### config.mk
export PLATFORM = sky130hd
export DESIGN_NAME = dot_pipe_top
export DESIGN_NICKNAME = d
export VERILOG_FILES = /design/src/common/dot_pkg.sv /design/src/hw/dot_pipe/dot_add_tree.sv /design/src/hw/dot_pipe/dot_mult_stage.sv /design/src/hw/dot_pipe_top.sv
export VERILOG_INCLUDE_DIRS = /design/src /design/src/common
export SDC_FILE = /design/constraint.sdc
export NUM_CORES = 1
export LEC_CHECK = 0
export ABC_AREA = 1
export BUFFER_PORTS_ARGS = -buffer_cell sky130_fd_sc_hd__buf_4
export CORE_ASPECT_RATIO = 1.5
export CORE_MARGIN = 2
export CORE_UTILIZATION = 50
export DETAILED_ROUTE_END_ITERATION = 10
export PLACE_DENSITY_LB_ADDON = 0.15
export SLEW_MARGIN = 20
export SYNTH_ARGS = -nofsm -noshare
export SYNTH_HDL_FRONTEND = slang
export SYNTH_SLANG_ARGS = --single-unit
### constraint.sdc
create_clock -name clk -period 7.5 [get_ports clk]
set_clock_uncertainty 0.2 [all_clocks]
set_input_delay 0 -clock clk [delete_from_list [all_inputs] [get_ports clk]]
set_output_delay 0 -clock clk [all_outputs]
set_load 0.01 [all_outputs]
### src/common/dot_cfg.svh
// Build-time sizing for the dot-product pipeline
// Include wherever the operand width or lane count is needed
// Edit the values here to resize every stage at once

`ifndef DOT_CFG_SVH
`define DOT_CFG_SVH

// ====================
// Datapath sizing
// ====================

// Bit width of every operand, product, partial sum and result
// Arithmetic wraps at this width in every stage
`define DOT_WIDTH 16

// Operands per input vector
// Must be a power of two and at least 2
// Operands are multiplied in adjacent pairs, so 8 lanes give 4 products
`define DOT_LANES 8

`endif

### src/common/dot_pkg.sv
// Shared types and derived sizes for the dot-product pipeline
// Each module imports this package inside its body
// Raw sizing comes from the cfg header

`include "dot_cfg.svh"

package dot_pkg;

   // ====================
   // Scalar types
   // ====================

   // One operand, product or partial sum
   // Always unsigned, always DOT_WIDTH bits wide
   typedef logic [`DOT_WIDTH-1:0] dot_data_t;

   // ====================
   // Derived sizes
   // ====================

   // Number of products formed from one vector
   localparam int DOT_PAIRS = `DOT_LANES / 2;

   // Register levels in the adder tree
   // Zero when there is only one product to pass through
   localparam int DOT_ADD_LEVELS = $clog2(DOT_PAIRS);

   // Edge-to-edge latency from input to result
   // Input register and product register, then one per tree level
   localparam int DOT_LATENCY = 2 + DOT_ADD_LEVELS;

   // ====================
   // Stage payloads
   // ====================

   // Input vector with its valid flag
   // data[i] is operand i, paired as (0,1), (2,3) and so on
   typedef struct packed {
      logic                          valid;
      dot_data_t [`DOT_LANES-1:0]    data;
   } dot_vec_t;

   // Truncated pairwise products with the matching valid flag
   // data[i] holds operand 2i times operand 2i+1
   typedef struct packed {
      logic                          valid;
      dot_data_t [DOT_PAIRS-1:0]     data;
   } dot_prod_t;

endpackage

### src/hw/dot_pipe/dot_add_tree.sv
// Registered binary adder tree for the dot-product pipeline
// Reduces DOT_PAIRS products to one sum, one register level per halving
// Each level carries its own valid so several vectors can be in flight

module dot_add_tree (
   input  logic               clk,
   input  logic               rst,
   input  dot_pkg::dot_prod_t prod,
   output dot_pkg::dot_data_t sum,
   output logic               sum_valid
);

   import dot_pkg::*;

   genvar lvl;

   generate
      if (DOT_ADD_LEVELS == 0) begin : g_bypass

         // ====================
         // Single product
         // ====================

         // Two lanes give one product, nothing left to add
         // The product register upstream already sets the latency
         assign sum       = prod.data[0];
         assign sum_valid = prod.valid;

      end else begin : g_tree

         // ====================
         // Tree levels
         // ====================

         // Level 0 sits on the products, the last level holds one sum
         for (lvl = 0; lvl < DOT_ADD_LEVELS; lvl++) begin : g_lvl

            // Partial sums feeding this level and produced by it
            localparam int IN_N  = DOT_PAIRS >> lvl;
            localparam int OUT_N = IN_N / 2;

            // Inputs to this level
            dot_data_t [IN_N-1:0]  part_in;
            logic                  lvl_valid_in;

            // Registered outputs of this level
            dot_data_t [OUT_N-1:0] part_r;
            logic                  valid_r;

            // Select the source of this level
            if (lvl == 0) begin : g_src
               // First level reads the product register
               assign part_in      = prod.data;
               assign lvl_valid_in = prod.valid;
            end else begin : g_src
               // Later levels read the level below
               assign part_in      = g_lvl[lvl-1].part_r;
               assign lvl_valid_in = g_lvl[lvl-1].valid_r;
            end

            // Adjacent pairs added, carry out of the top bit discarded
            always_ff @(posedge clk or posedge rst) begin
               if (rst) begin
                  part_r  <= '0;
                  valid_r <= 1'b0;
               end else begin
                  for (int i = 0; i < OUT_N; i++) begin
                     part_r[i] <= part_in[2*i] + part_in[2*i+1];
                  end
                  // Valid steps forward one level per cycle
                  valid_r <= lvl_valid_in;
               end
            end

         end

         // ====================
         // Result
         // ====================

         // Last level has exactly one partial sum left
         assign sum       = g_lvl[DOT_ADD_LEVELS-1].part_r[0];
         assign sum_valid = g_lvl[DOT_ADD_LEVELS-1].valid_r;

      end
   endgenerate

endmodule

### src/hw/dot_pipe/dot_mult_stage.sv
// Front two stages of the dot-product pipeline
// Registers the incoming vector, then registers the pairwise products
// Valid moves through both registers together with the data

module dot_mult_stage (
   input  logic              clk,
   input  logic              rst,
   input  dot_pkg::dot_vec_t vec,
   output dot_pkg::dot_prod_t prod
);

   import dot_pkg::*;

   // ====================
   // Stage 1 input register
   // ====================

   // Captured vector, loaded every cycle whatever the valid flag
   dot_vec_t vec_r;

   always_ff @(posedge clk or posedge rst) begin
      if (rst) begin
         vec_r <= '0;
      end else begin
         // Data is taken blindly, valid tells the later stages if it matters
         vec_r <= vec;
      end
   end

   // ====================
   // Pairwise multiply
   // ====================

   // Unregistered products of the captured operands
   dot_data_t [DOT_PAIRS-1:0] prod_next;

   always_comb begin
      for (int i = 0; i < DOT_PAIRS; i++) begin
         // Even operand times odd neighbour
         // Upper half of the full product is dropped by the assignment width
         prod_next[i] = vec_r.data[2*i] * vec_r.data[2*i+1];
      end
   end

   // ====================
   // Stage 2 product register
   // ====================

   dot_prod_t prod_r;

   always_ff @(posedge clk or posedge rst) begin
      if (rst) begin
         prod_r <= '0;
      end else begin
         // Valid follows the operands it belongs to
         prod_r.valid <= vec_r.valid;
         prod_r.data  <= prod_next;
      end
   end

   // Products leave straight from the register
   assign prod = prod_r;

endmodule

### src/hw/dot_pipe_top.sv
// Top level of the pipelined dot-product engine
// Takes one vector per cycle with a valid flag and no back-pressure
// Result appears DOT_LATENCY cycles later with valid_out high

`include "dot_cfg.svh"

module dot_pipe_top (
   input  logic                                clk,
   input  logic                                rst,
   input  dot_pkg::dot_data_t [`DOT_LANES-1:0] operands,
   input  logic                                valid_in,
   output dot_pkg::dot_data_t                  out,
   output logic                                valid_out
);

   import dot_pkg::*;

   // ====================
   // Input packing
   // ====================

   // Operands and valid bundled for the multiply stage
   dot_vec_t  vec_in;

   // Products handed from the multiply stage to the tree
   dot_prod_t prod;

   assign vec_in.valid = valid_in;
   assign vec_in.data  = operands;

   // ====================
   // Stage chain
   // ====================

   // Input register and pairwise multiply, two cycles
   dot_mult_stage u_mult (
      .clk  (clk),
      .rst  (rst),
      .vec  (vec_in),
      .prod (prod)
   );

   // Adder tree, DOT_ADD_LEVELS cycles
   // Its last level drives the engine outputs directly
   dot_add_tree u_tree (
      .clk       (clk),
      .rst       (rst),
      .prod      (prod),
      .sum       (out),
      .sum_valid (valid_out)
   );

endmodule

; ---- Yosys cells after proc, flatten, opt, wreduce, memory -nomap -nowiden
; Cells that the tools add are included.
; W data, S select, Z words.
[classes]
n_addsub = 3
mul = 4
[op_table]
columns = operator, count
row1 = $mul A16 B16 Y16, 4
row2 = $add A16 B16 Y16, 3
[word_totals]
reg_bits = 244
output_inout_bits = 17
wordCells = 26

; ---- Longest topological paths before layout
[depth]
depth_word = 1
mapped_depth = 30
mapped_depth_nobuf = 28

; ---- By module
; Synthesis repeated with hierarchy kept, for this count alone.
[unflattened]
hier_cells = 3292
hier_area_um2 = 25974.9
[by_module_without_submodules]
columns = module, instances, cells_each, area_per_inst_um2
row1 = dot_mult_stage, 1, 2714, 21951.1
row2 = dot_add_tree, 1, 578, 4023.9

; ---- Worst setup path after synthesis
; OpenSTA, ideal clock, no wires.
[synth_path]
path_type = reg2reg
start = reg u_mult.vec_r[49] (netlist bit)
end = reg u_mult.prod_r (netlist bit u_mult.prod[31])
arrival_time_ns = 4.848
path_slack_ns = 2.336
path_stages_with_launch = 22
path_buffers = 2
synth_period_minus_slack_ns = 5.164
cell_sequence = dfrtp_1 -> clkbuf_2 -> clkbuf_1 -> nand2_1 -> fa_1 -> fa_1 -> fa_1 -> fa_1 -> inv_1 -> fa_1 -> inv_1 -> fa_1 -> inv_1 -> ha_1 -> nand2_1 -> nor2_1 -> nand2_1 -> o211ai_1 -> a31oi_1 -> inv_1 -> nand3_1 -> nand2_1
[synth_rtl]
columns = item, line_no
row1 = start: declaration, dot_mult_stage.sv:19  ; dot_vec_t vec_r;
row2 = start signal: assignment, dot_mult_stage.sv:26  ; vec_r <= vec;
row3 = end: declaration, dot_mult_stage.sv:49  ; dot_prod_t prod_r;

==> qor.csv <==
stage,metric,value,unit
worst_setup_path,Crit. End Element,flop,
timing,"Slew Viols, Final",0,
synth,cell area after synthesis,25140,sq um
route,post-DR vias/cell,4.824,
global_routing,vias in the first global route,21289,
power,Power per Cell Area,364.5,nW/um^2
timing,Final Hold Viols,0,
worst_setup_path,CP Class,flop to flop,
clock_network,H-tree levels,1,
worst_hold_path,Hold EP,u_tree.g_tree.g_lvl[0].valid_r,
timing,period utilisation layout,73.74,%
final_layout,highest-count cells in the layout ignoring fill and taps,"inv_1, nand2_1, fa_1, dlygate4sd3_1, dfrtp_1",
worst_setup_path,critical path launch point,u_mult.vec_r[81],
clock_network,Max clock buf depth,3,
synth,post-synth top area cell,fa_1,
worst_setup_path,crit path cell chain,"nand2_1, fa_1, fa_1, fa_1, inv_1, ha_1, fa_1, inv_1, fa_1, inv_1, ha_1, nand2_1, o21a_1, o21ai_1, nand2_1, nor2_1, nand2_1, nand4_1, inv_1, nand2_1, nand2_1",
route,DRT Wirelength,59100,microns
route,Initial DRT Pass Iterations,5,
final_layout,share of cells above drive strength 1,7.014,%
route,number of nets with antenna violations after routing,0,
synth,Synth top area share,25.72,%
die,Initial Util,50.61,%
final_layout,diodes inserted,0,
worst_hold_path,HP Class,flop to flop,
die,Die Width,187.1,microns
worst_setup_path,Crit Path Max Fanout,15,
timing,Worst slew margin,49.28,%
route,Remaining DRCs,0,
run_status,status,completed,
synth,Mapped Cells,3001,
global_routing,GRT overflow,0,
final_layout,fin util,61.17,%
synth,Mean Syn Cell Area,8.377,sq um
timing,Final Critical Period,5.530,ns
synth,"Warnings, synthesis",0,
die,Die ar.,52120,sq um
synth,"Seq/Total Area, Yosys",24.29,%
global_routing,largest net degree at the start of global routing,104,
worst_setup_path,r2r startpoint,u_mult.vec_r[81],
power,Static Leakage,0.01746,uW
clock_network,CTS tree,built,
flow_run,Max Cap Violations,0,
worst_setup_path,reg-to-reg endpoint,u_mult.prod[47],
power,Max IR drop VDD,0.0002924,V
final_layout,Post-layout nets,4052,
die,Ports,148,
global_routing,gr usage total,23.81,%
global_routing,first-pass GRT wire length,100900,microns
worst_setup_path,Crit path top cell by count,nand2_1,
worst_hold_path,hold path startpoint,u_mult.prod[64],
timing,RSZ-0062 raised after global routing,no,
power,"Power, Total",11080,uW
clock_network,# clock sinks,244,
die,Die Y,278.6,microns
clock_network,CTS clock-pin slew for the worst setup and hold paths,0.06,ns
clock_network,CTS Buf Count,29,
synth,synth top area cells,"fa_1, dfrtp_1, inv_1",
final_layout,"most common cell after layout, fill and taps aside",inv_1,
worst_setup_path,Worst setup SP type,flop,
synth,"FF+latch count, synth",244,
route,WL/cell,14.62,microns
final_layout,Area Overhead vs Synth,20.87,%
timing,Fmax,180.8,MHz
synth,Synth cell types,39,
clock_network,insertion delay to the later sink of the worst-skew pair,0.59,ns
worst_hold_path,WHS Path Cells,0,
die,row cnt,100,
synth,Post-Syn Nets,3696,
worst_setup_path,"Data arrival, critical path",5.82,ns
placed_design,Port-buffer cells,147,
timing,setup tns final,0,ns
route,vias,19500,
placed_design,routability cong.,0.8873,
timing,final setup fails,0,
worst_setup_path,reg2reg setup slack,1.97,ns
timing,Worst Max-Slew Pin Slew,0.7608,ns
worst_setup_path,critical path's slowest cell,dfrtp_1,
worst_setup_path,FF-to-FF path depth,21,
clock_network,number of setup buffers added after CTS,0,
global_routing,initial antenna violation count,0,
placed_design,Final HPWL DP,45240,microns
clock_network,CTS root buffer,clkbuf_16,
worst_setup_path,CP peak stage delay,0.71,ns
route,1st-iter DRT viols,803,
die,core box area,49670,sq um
worst_setup_path,worst endpoint required time,7.79,ns
cell type report:
cell class | instances | area, sq um
Clock buffer | 33 | 770.7
Clock inverter | 20 | 312.8
Fill cell | 4282 | 19290
Inverter | 828 | 3115
Multi-Input combinational cell | 1844 | 15520
Sequential cell | 244 | 6106
Tap cell | 663 | 829.5
Timing Repair Buffer | 410 | 3732
metal layers:
metal	track usage, %	up-vias	routed length, microns
li1	-	9406	-
met1	27.09	9523	22820
met2	45.53	443	31720
met3	2.514	128	2376
met4	9.035	0	2180
met5	0	-	0
Yosys cell counts (all sizes together):
| master | n |
|---|---|
| dfrtp | 244 |
| o21a | 3 |
| a21o | 10 |
| clkbuf | 57 |
| o21bai | 2 |
| xnor2 | 43 |
| a21boi | 2 |
| or2 | 2 |
| nand2 | 829 |
| ha | 241 |
| o31ai | 7 |
| nor2 | 40 |
| clkinv | 1 |
| nand3b | 6 |
| a31oi | 7 |
| nand4 | 8 |
| nand2b | 1 |
| a21oi | 99 |
| inv | 827 |
| o2111ai | 1 |
| nor3 | 9 |
| buf | 28 |
| fa | 323 |
| and2 | 2 |
| o21ai | 32 |
| nand3 | 80 |
| xor2 | 94 |
| o211ai | 3 |
cells by family (layout without fill, tap and decap cells):
| logic type | Yosys count | count (layout) | synth area share [%] |
|---|---|---|---|
| fa+ha+maj | 564 | 564 | 37.72 |
| compound gates | 166 | 166 | 3.668 |
| xor+xnor | 137 | 137 | 4.803 |
| buf+inv | 913 | 1291 | 13.98 |
| flops | 244 | 244 | 24.29 |
| simple gates | 977 | 977 | 15.55 |
what timing repair did:
action	4_1_cts	5_1_grt
hold buffers	260	0
hold endpoints to repair	230	0
resized for setup	0	0
state kept, by name, indices dropped and copies added (netlist names):
name and cells:
u_tree.g_tree.g_lvl.valid_r 1, u_mult.vec_r 129, u_mult.prod 65, u_tree.sum 16, u_tree.sum_valid 1, u_tree.g_tree.g_lvl.part_r 32
power breakdown:
group	internal [uW]	leakage (uW)	total, uW	switching [uW]
clock network	985	0.000528	1590	608
registers	1750	0.00286	2010	259
logic	3110	0.0141	7480	4370
total	5840	0.0175	11100	5240
metrics by stage:
stage / hold slack [ns] / cell area [sq um] / std cells / setup WS (ns)
finish: 0.1461 / 30390 / 4042 / 1.970
global route: 0.1623 / 30390 / 4042 / 1.658
CTS: 0.1501 / 30380 / 4042 / 1.927
detailed placement: -0.08967 / 26700 / 3729 / 1.963
global placement: -0.09100 / 26700 / 3729 / 2.016
floorplan: -0.1686 / 25140 / 3001 / 0.5985
worst max-delay path: cells and delay by family (launching register included):
| kind | cells | cell delay [ns] |
|---|---|---|
| AOI/OAI and AO/OA | 2 | 0.33 |
| adders and majority gates | 7 | 3.23 |
| buffers and inverters | 4 | 0.18 |
| DFF | 1 | 0.71 |
| and+or+nand+nor | 8 | 0.75 |
worst max path at each step:
stage          slack, ns              end  depth (start not counted)
2_1_floorplan       0.60   u_mult.prod[0]                          1
3_3_place_gp        2.02  u_mult.prod[63]                         21
3_5_place_dp        1.96  u_mult.prod[47]                         21
4_1_cts             1.93  u_mult.prod[47]                         21
5_1_grt             1.66  u_mult.prod[31]                         19
6_report            1.97  u_mult.prod[47]                         21
No activity file was read; power rests on OpenSTA's default activity.
